--- src/common/cache_pkg.sv ---
// ------------------------------
// shared widths, depths and enums of the
// virtually addressed cache and its TLB
// ------------------------------
package cache_pkg;

  // ------------------------------
  // address fields
  // ------------------------------
  localparam int addr_w    = 32;
  // cache index is paddr[9:2], tag is paddr[31:10]
  localparam int idx_w     = 8;
  localparam int ctag_w    = 22;
  // TLB index is vaddr[17:10], virtual tag is vaddr[31:18]
  localparam int tlb_idx_w = 8;
  localparam int vtag_w    = 14;
  localparam int ppn_w     = 14;

  // position of the virtual tag within a TLB write word
  localparam int tlb_vtag_lsb = 16;

  // ------------------------------
  // array depths
  // ------------------------------
  localparam int cache_depth = 256;
  localparam int tlb_depth   = 256;

  // controller states
  typedef enum logic [2:0] {
    st_idle,
    st_lookup,
    st_mem_read,
    st_mem_write,
    st_respond
  } ctrl_state_t;

  // latched request type
  typedef enum logic {
    cyc_read,
    cyc_write
  } cycle_kind_t;

endpackage

--- src/cache/cache_ctrl.sv ---
// ------------------------------
// cache controller FSM for lookup, memory access,
// line fill, write-through and reset sweep
// ------------------------------
module cache_ctrl
  import cache_pkg::*;
(
  input  logic              CPU_CLK,
  input  logic              RST,
  input  logic              cpu_req,
  input  logic              cpu_we,
  input  logic [31:0]       cpu_addr,
  input  logic [31:0]       cpu_wdata,
  input  logic              cache_inhibit,
  input  logic [31:0]       paddr,
  input  logic              fault,
  input  logic [ctag_w-1:0] rd_tag,
  input  logic [31:0]       rd_data,
  input  logic              rd_valid,
  input  logic              mem_ack,
  input  logic [31:0]       mem_rdata,
  output logic              cpu_done,
  output logic              cpu_fault,
  output logic [31:0]       cpu_rdata,
  output logic              tlb_busy,
  output logic [idx_w-1:0]  rd_idx,
  output logic              wr_en,
  output logic              inval,
  output logic [idx_w-1:0]  wr_idx,
  output logic [ctag_w-1:0] wr_tag,
  output logic [31:0]       wr_data,
  output logic              mem_req,
  output logic              mem_we,
  output logic [31:0]       mem_addr,
  output logic [31:0]       mem_wdata
);

  ctrl_state_t state;
  ctrl_state_t state_nxt;
  cycle_kind_t kind_q;

  logic             sweep_on;
  logic             sweep_on_nxt;
  logic [idx_w-1:0] sweep_cnt;

  logic [idx_w-1:0]  line_idx;
  logic [ctag_w-1:0] line_tag;
  logic [31:0]       line_data;
  logic              line_upd;
  logic              line_kill;
  logic              hit;

  // arrays read straight from the CPU address
  assign rd_idx = cpu_addr[2 +: idx_w];

  assign hit = rd_valid && (rd_tag == paddr[addr_w-1 -: ctag_w]) && !cache_inhibit;

  // sweep runs once over all indices after reset
  assign sweep_on_nxt = sweep_on && (sweep_cnt != idx_w'(cache_depth - 1));

  // ------------------------------
  // next state
  // ------------------------------
  always_comb
  begin
    state_nxt = state;
    case (state)
      st_idle:
        if (cpu_req && !sweep_on)
          state_nxt = st_lookup;
      st_lookup:
        if (fault)
          state_nxt = st_respond;
        else if (kind_q == cyc_write)
          state_nxt = st_mem_write;
        else if (hit)
          state_nxt = st_respond;
        else
          state_nxt = st_mem_read;
      st_mem_read, st_mem_write:
        if (mem_ack)
          state_nxt = st_respond;
      default:
        state_nxt = st_idle;
    endcase
  end

  // ------------------------------
  // control registers
  // ------------------------------
  always_ff @(posedge CPU_CLK)
  begin
    if (!RST)
    begin
      state     <= st_idle;
      kind_q    <= cyc_read;
      sweep_on  <= 1'b1;
      sweep_cnt <= '0;
      tlb_busy  <= 1'b0;
      cpu_done  <= 1'b0;
      cpu_fault <= 1'b0;
      mem_req   <= 1'b0;
      mem_we    <= 1'b0;
      line_upd  <= 1'b0;
      line_kill <= 1'b0;
    end
    else
    begin
      state    <= state_nxt;
      sweep_on <= sweep_on_nxt;
      tlb_busy <= sweep_on_nxt || (state_nxt != st_idle);
      if (sweep_on)
        sweep_cnt <= sweep_cnt + 1'b1;
      case (state)
        st_idle:
          kind_q <= cpu_we ? cyc_write : cyc_read;
        st_lookup:
        begin
          if (fault)
          begin
            cpu_done  <= 1'b1;
            cpu_fault <= 1'b1;
          end
          else if (kind_q == cyc_write)
          begin
            mem_req   <= 1'b1;
            mem_we    <= 1'b1;
            // inhibited write drops the line instead of updating it
            line_upd  <= !cache_inhibit;
            line_kill <= cache_inhibit;
          end
          else if (hit)
            cpu_done <= 1'b1;
          else
          begin
            mem_req  <= 1'b1;
            line_upd <= 1'b1;
          end
        end
        st_mem_read, st_mem_write:
          if (mem_ack)
          begin
            mem_req  <= 1'b0;
            mem_we   <= 1'b0;
            cpu_done <= 1'b1;
          end
        default:
        begin
          cpu_done  <= 1'b0;
          cpu_fault <= 1'b0;
          line_upd  <= 1'b0;
          line_kill <= 1'b0;
        end
      endcase
    end
  end

  // ------------------------------
  // request and line payload
  // ------------------------------
  always_ff @(posedge CPU_CLK)
  begin
    if (state == st_lookup)
    begin
      line_idx  <= paddr[2 +: idx_w];
      line_tag  <= paddr[addr_w-1 -: ctag_w];
      mem_addr  <= {2'b00, paddr[addr_w-1:2]};
      line_data <= cpu_wdata;
      cpu_rdata <= rd_data;
    end
    else if (state == st_mem_read && mem_ack)
    begin
      line_data <= mem_rdata;
      cpu_rdata <= mem_rdata;
    end
  end

  assign mem_wdata = line_data;

  // line written in the cycle of cpu_done
  assign wr_en   = (state == st_respond) && line_upd;
  assign inval   = sweep_on || ((state == st_respond) && line_kill);
  assign wr_idx  = sweep_on ? sweep_cnt : line_idx;
  assign wr_tag  = line_tag;
  assign wr_data = line_data;

endmodule

--- config.mk ---
export PLATFORM = sky130hd
export DESIGN_NAME = cache_ctrl
export DESIGN_NICKNAME = d
export VERILOG_FILES = /design/src/common/cache_pkg.sv /design/src/cache/cache_ctrl.sv
export SDC_FILE = /design/constraint.sdc
export NUM_CORES = 1
export LEC_CHECK = 0
export ABC_AREA = 1
export BUFFER_PORTS_ARGS = -buffer_cell sky130_fd_sc_hd__buf_2
export CELL_PAD_IN_SITES_DETAIL_PLACEMENT = 0
export CELL_PAD_IN_SITES_GLOBAL_PLACEMENT = 1
export CORE_AREA = 2 2 143 145
export CTS_BUF_LIST = sky130_fd_sc_hd__clkbuf_4 sky130_fd_sc_hd__clkbuf_8
export DETAILED_ROUTE_END_ITERATION = 7
export DIE_AREA = 0 0 145 147
export GPL_ROUTABILITY_DRIVEN = 0
export MAX_ROUTING_LAYER = met4
export PLACE_DENSITY = 0.81
export SYNTH_ARGS = -nofsm -noshare
export SYNTH_HDL_FRONTEND = slang
export SYNTH_SLANG_ARGS = --single-unit
--- constraint.sdc ---
create_clock -name CPU_CLK -period 18.9 [get_ports CPU_CLK]
set_input_delay 5.67 -clock CPU_CLK [delete_from_list [all_inputs] [get_ports CPU_CLK]]
set_output_delay 5.67 -clock CPU_CLK [all_outputs]
set_load 0.05 [all_outputs]
### After elaboration in Yosys (flattened, before gate mapping)

Index checks and enable logic that the tools add are counted.
W data, S select, Z words.

| cells by class | value |
|---|---|
| add/subtract/negate cells | 1 |
| multipliers | 0 |
| div/mod/pow operators | 0 |
| order comparisons | 0 |
| equality and inequality tests | 13 |
| shift-type cells | 0 |
| multiplexer cells | 32 |
| bitwise operators | 2 |
| reduce and logical (&&, ||, !) cells | 23 |

Operator list:

| cell | count |
|---|---|
| $mux W32 | 3 |
| $eq A22 B22 Y1 | 1 |
| $mux W1 | 16 |
| $mux W3 | 5 |
| $reduce_and A4 Y1 | 3 |
| $pmux W1 S2 | 5 |
| $ne A3 B3 Y1 const B | 3 |
| $pmux W3 S3 | 1 |
| $add A8 B1 Y8 const B | 1 |
| $mux W8 | 1 |
| $ne A2 B2 Y1 const B | 4 |
| $ne A8 B8 Y1 const B | 1 |
| $logic_and A1 B1 Y1 | 7 |
| $eq A3 B2 Y1 const B | 2 |
| $reduce_and A3 Y1 | 2 |
| $reduce_bool A2 Y1 | 2 |
| $eq A3 B1 Y1 const B | 1 |
| $eq A3 B3 Y1 const B | 1 |
| $logic_not A3 Y1 | 1 |
| $pmux W1 S3 | 1 |
| $reduce_bool A3 Y1 | 1 |
| $reduce_or A3 Y1 | 1 |
| $logic_not A1 Y1 | 2 |
| $logic_or A1 B1 Y1 | 2 |
| other kinds (3) | 4 |

| word-level totals | value |
|---|---|
| bits in registers | 144 |
| bits in latches | 0 |
| RAM bits | 0 |
| ROM bits | 0 |
| word-level logic and storage cells | 87 |
| memories kept | 0 |

### Logic depth before layout (Yosys ltp)

Gate-level depths: netlist of run 1.

| logic depth | value |
|---|---|
| depth in word-level cells | 9 |
| gate-level depth with buffers | 12 |
| mapped depth without buffers | 12 |

### Least setup slack after synthesis of run 1

No wires, ideal clock.

| timing path | value |
|---|---|
| path kind | input -> output |
| start point | in cpu_addr[2] |
| end point | out rd_idx[0] |
| arrival | 5840 ps |
| data required time | 13230 ps |
| setup slack | 7390 ps |
| stages on the path | 1 |
| buffers on the path | 1 |
| cell sequence | buf_4 |

RTL lines:

| element | line | RTL |
|---|---|---|
| from (decl) | cache_ctrl.sv:12 | `input logic [31:0] cpu_addr,` |
| to (decl) | cache_ctrl.sv:26 | `output logic [idx_w-1:0] rd_idx,` |

No word-level cell between the ends.

### Worst setup path in the final report of run 1

| timing path | value |
|---|---|
| start point | in cpu_addr[4] |
| end point | out rd_idx[2] |

No word-level cell between the ends.

==> results_dict.tcl, run 1 <==
set metrics [dict create \
    outcome "completed" \
    core_area_mm2 0.0198 \
    grt_max_degree 65 \
    path_clk_slew_ps 70 \
    cts-resized-gates 0 \
    fin_nets 1107 \
    dr.pass1.iters 4 \
    min_from "cpu_done$_SDFFE_PN0P_" \
    die_w_um 145 \
    clock.fmax_mhz 88.2 \
    wl_um 16700 \
    setup_violations 0 \
    final_hold_viol_count 0 \
    ant_nets 0 \
    wire_per_inst_um 13.9 \
    async_flop_share_pct 0 \
    p_leak_nw 3.74 \
    critPathKind "input pin to primary output" \
    final_cell_mix "buf_2, nand2_1, edfxtp_1, inv_1, nor2_1" \
    cts_made_buffers 17 \
    die_y_um 147 \
    initial_core_util_pct 28.6 \
    antenna_found_initial 1 \
    clock_path_buffers 2 \
    yosys_warnings 0 \
    layout-drive-gt1-share_pct 39.7 \
    cellPowerDensity_mw_per_mm2 77.2 \
    cts_tree "built" \
    ys.flop_type "edfxtp_1" \
    fin_skew_ps 12.9 \
    grt_pass1_vias 4800 \
    rr_startpoint "state[0]$_SDFF_PN0_" \
    vdd_drop_max_uv 35.9 \
    hold_depth 2 \
    fin_crit_ps 11340 \
    viasPerCell 4.18 \
    slew-limit-headroom_pct 45.0 \
    synth.distinct_cells 34 \
    syn_area_mm2 0.00567 \
    drtIter0Drc 241 \
    area_growth_pct 32.9 \
    post-dp-hpwl_um 12900 \
    vias 5020 \
    r2r_slack_ps 16270 \
    r2r_end "cpu_rdata[22]$_DFFE_PP_" \
    avgSynthCellArea_um2 8.70 \
    period_share_pct 60.0 \
    hold_path_end "cpu_done$_SDFFE_PN0P_" \
    timing.setup.tns_ps 0 \
    endpoint_kind "primary output" \
    post_cts_buffers 0 \
    remaining_drc_errors 0 \
    final_common_cell "buf_2" \
    fin_cells 1200 \
    pin_count 363 \
    place_inst 1167 \
    grt.total_usage_pct 16.0 \
    h-tree-depth 4 \
    postCtsHoldBufs 0 \
    hold_path.class "flip-flop to flip-flop" \
    start_kind "input pin" \
    dieArea_mm2 0.0213 \
    portBuffers 318 \
    clock-sinks 114 \
    synth_cells 652 \
    worst_pin_slew_ps 825 \
    reg2reg_depth 5 \
    synth_edf_count 94 \
    row_count 52 \
    cap_violations 0 \
    root_buffer "clkbuf_8" \
    cp.arrival_ps 5670 \
    grt_pass1_wl_um 25400 \
    synth-seq-cells 114 \
    clk_latency_ps 430 \
    crit_path_max_fanout 1 \
    overflow 0 \
    cp.required_ps 13230 \
    yosysSeqAreaShare_pct 56.8 \
    fill_cells 2038 \
    rsz0062_at_grt "no" \
    finalMaxSlewViolations 0 \
]
## kinds of logic after synthesis
group                      synth area share (%)
DFF                                        56.8
and+or+nand+nor                            25.9
other                                    0.0661
buffers and inverters                      14.2
AOI/OAI and AO/OA                          2.60
adders and majority gates                 0.221
xor gates and xnor gates                  0.154
## synth_stat cells, types with 2 or more instances
cell      count  share of area, %
a21oi_1      10              0.88
a31oi_1       3              0.33
buf_2         3              0.26
buf_4        71               9.4
dfxtp_1      20               7.1
edfxtp_1     94                50
inv_1        63               4.2
inv_2         2              0.13
nand2_1     294                19
nand2_2       3              0.33
nand3_1      12               1.1
nor2_1       40               2.6
nor3_1        5              0.44
o21ai_0      11              0.97
o31ai_1       2              0.26
## layout make-up
| type | count | area, um2 | share of cell area, % |
|---|---|---|---|
| Sequential cell | 114 | 3220 | 42.8 |
| Multi-Input combinational cell | 397 | 1660 | 22.0 |
| Timing Repair Buffer | 320 | 1610 | 21.3 |
| Tap cell | 270 | 338 | 4.48 |
| Inverter | 66 | 250 | 3.32 |
| Clock buffer | 19 | 249 | 3.30 |
| Clock inverter | 13 | 208 | 2.76 |
| Antenna cell | 1 | 2.50 | 0.0332 |
## metrics by stage
stage	total power [mW]	cell area (um2)	hold WS [ps]	utilization, %	worst slack (ps)
floorplan	0.303	5670	440	-	7390
global placement	0.320	7080	444	35.7	7560
detailed placement	0.321	7080	451	35.7	7560
CTS	0.591	7530	462	38.0	7560
global route	0.605	7540	487	38.0	7560
finish	0.581	7540	460	38.0	7560
## worst max-delay path by stage
stage	cells after the start	startpoint	to	slack [ps]
after floorplan	1	cpu_addr[2]	rd_idx[0]	7390
after global placement	0	cpu_addr[4]	rd_idx[2]	7560
after detailed placement	0	cpu_addr[4]	rd_idx[2]	7560
after CTS	0	cpu_addr[4]	rd_idx[2]	7560
after global routing	0	cpu_addr[4]	rd_idx[2]	7560
final	0	cpu_addr[4]	rd_idx[2]	7560
## flip-flops by register name (all words and copies together) (netlist names)
| signal | flops |
|---|---|
| kind_q | 1 |
| tlb_busy | 1 |
| cpu_fault | 1 |
| sweep_cnt | 8 |
| mem_addr | 1 |
| cpu_done | 1 |
| state | 3 |
| line_kill | 1 |
| cpu_rdata | 32 |
| wr_tag | 22 |
| mem_wdata | 32 |
| sweep_on | 1 |
| line_idx | 7 |
| mem_we | 1 |
| mem_req | 1 |
| line_upd | 1 |
## power breakdown
part           switching (mW)  leakage (nW)  internal (mW)
clock                   0.106         0.219          0.160
combinational          0.0235          2.51         0.0190
sequential           0.000709          1.01          0.272
total                   0.131          3.74          0.451
## layer usage
metal	share of wire, %	global-route usage (%)	wire [um]
met1	41	18.8	6890
met2	49	26.5	8110
met3	8.4	4.38	1410
met4	1.6	5.50	263
met5	0	-	0
Note: power is estimated with default switching activity, not from simulation.
==> run 2, diff against run 1 <==
ABC_AREA = 0   (was 1)
CORE_AREA = 2 2 139 141   (was 2 2 143 145)
DIE_AREA = 0 0 141 143   (was 0 0 145 147)
PLACE_DENSITY = 0.79   (was 0.81)
clock period = 11.04 ns   (was 18.9 ns; I/O delays follow)
==> results_dict.tcl, run 2 <==
set metrics [dict create \
    grt_pass1_vias 4146 \
    row_count 50 \
    worst_pin_slew_ps 865 \
    vias 4215 \
    critPathKind "input pin to primary output" \
    cp.required_ps 7730 \
    crit_path_max_fanout 1 \
    outcome "completed" \
    vdd_drop_max_uv 58.2 \
    wl_um 15000 \
    portBuffers 318 \
    ys.flop_type "edfxtp_1" \
    grt.total_usage_pct 15.0 \
    cp.arrival_ps 3310 \
    multiInputGateArea_mm2 0.00141 \
    cellPowerDensity_mw_per_mm2 132 \
    syn_area_mm2 0.00521 \
    wire_per_inst_um 15.3 \
    postCtsHoldBufs 0 \
    h-tree-depth 4 \
    fin_crit_ps 6620 \
    endpoint_kind "primary output" \
    netlist_top_cells_area "edfxtp_1, nand2_1, buf_4" \
    die_y_um 143 \
    async_flop_share_pct 0 \
    cts_made_buffers 17 \
    final_hold_viol_count 0 \
    synth_top_area_share_pct 54.1 \
    fin_nets 924 \
    synth.distinct_cells 37 \
    total_power_uw 917 \
    clock.fmax_mhz 151 \
    synth_cells 471 \
    avgSynthCellArea_um2 11.1 \
    yosysSeqAreaShare_pct 61.8 \
    core_area_mm2 0.0186 \
    clock_path_buffers 2 \
    diodes 0 \
    root_buffer "clkbuf_8" \
    register_area_mm2 0.00322 \
    post-dp-hpwl_um 11600 \
    start_kind "input pin" \
    cap_violations 0 \
    fin_skew_ps 12.2 \
    post_cts_buffers 0 \
    yosysMostFrequentCell "nand2_1" \
    fin_util_pct 37.3 \
    synth_edf_count 94 \
    initial_core_util_pct 28.1 \
    pin_count 363 \
    overflow 0 \
    timing.setup.tns_ps 0 \
    p_leak_nw 3.18 \
    setup_violations 0 \
    synth_common_cells "nand2_1, edfxtp_1, buf_4" \
    grt_max_degree 72 \
    dieArea_mm2 0.0202 \
    slew-limit-headroom_pct 42.3 \
    synth-seq-cells 114 \
    finalMaxSlewViolations 0 \
    fill_cells 1911 \
    cts_tree "built" \
    clk_latency_ps 430 \
    viasPerCell 4.30 \
    yosys_warnings 0 \
    remaining_drc_errors 0 \
    final_cell_mix "buf_2, nand2_1, edfxtp_1, dfxtp_1, clkbuf_8" \
    cts-resized-gates 0 \
    drtIter0Drc 125 \
    clock-sinks 114 \
    layout-drive-gt1-share_pct 48.9 \
    path_clk_slew_ps 60 \
    area_growth_pct 32.9 \
    hold_path.class "flip-flop to flip-flop" \
    dr.pass1.iters 4 \
    synth_top_area_cell "edfxtp_1" \
    rsz0062_at_grt "no" \
    period_share_pct 60.0 \
    antenna_found_initial 0 \
    grt_pass1_wl_um 21800 \
    ant_nets 0 \
    die_w_um 141 \
    final_common_cell "buf_2" \
]
==> run 2: cell count changes after synthesis, sizes merged, moves of 5 or more <==
cell	before	now
a21oi	11	5
and2	0	5
inv	66	3
mux2	0	8
nand2	298	171
nand3	14	4
nand4	1	7
nor2	42	10
o21ai	11	4
xnor2	1	17
xor2	0	10
==> run 2: metal layers <==
metal	vias up	share of wire, %	track usage [%]
met5	-	0	-
met4	0	1.6	5.47
met3	18	9.9	5.63
met2	242	49	24.8
met1	1906	39	16.8
li1	2049	-	-
==> run 2: final timing paths <==
kind | startpoint | cells past startpoint | slack, ps | end
setup / recovery | cpu_addr[6] | 0 | 4420 | rd_idx[4]
hold / removal | line_kill$_SDFFE_PN0P_ | 2 | 470 | line_kill$_SDFFE_PN0P_
setup reg to reg | state[2]$_SDFF_PN0_ | 5 | 8030 | mem_wdata[15]$_DFFE_PP_
hold reg to reg | line_kill$_SDFFE_PN0P_ | 2 | 470 | line_kill$_SDFFE_PN0P_
==> run 2: area by class of cell <==
class                           instances  area share (%)
Timing Repair Buffer                  320            23.2
Clock buffer                           22            4.01
Clock inverter                         10            1.61
Tap cell                              234            4.22
Sequential cell                       114            46.5
Inverter                                3           0.181
Multi-Input combinational cell        277            20.3
==> run 2: power breakdown <==
| group | internal [mW] | total, mW | switching [mW] |
|---|---|---|---|
| combinational | 0.0303 | 0.0587 | 0.0283 |
| sequential | 0.466 | 0.467 | 0.00157 |
| clock | 0.215 | 0.391 | 0.176 |
==> run 2: logic make-up (layout without fill, tap and decap cells) <==
family | Yosys count | after routing | share of synthesized area [%]
muxes | 11 | 11 | 2.30
other | 1 | 2 | 0.0719
buffers and inverters | 81 | 355 | 11.4
DFF | 114 | 114 | 61.8
and+or+nand+nor | 215 | 215 | 16.9
AOI/OAI and AO/OA | 21 | 21 | 2.69
adders and majority gates | 1 | 1 | 0.240
xor gates and xnor gates | 27 | 27 | 4.54
==> run 2: metrics by stage <==
| stage | area, um2 | setup slack (ps) | hold WS, ps | instances |
|---|---|---|---|---|
| 2_1_floorplan | 5220 | 4250 | 437 | 472 |
| 3_3_place_gp | 6540 | 4410 | 442 | 948 |
| 3_5_place_dp | 6540 | 4410 | 454 | 948 |
| 4_1_cts | 6930 | 4410 | 467 | 980 |
| 5_1_grt | 6930 | 4420 | 506 | 980 |
| 6_report | 6930 | 4420 | 469 | 980 |
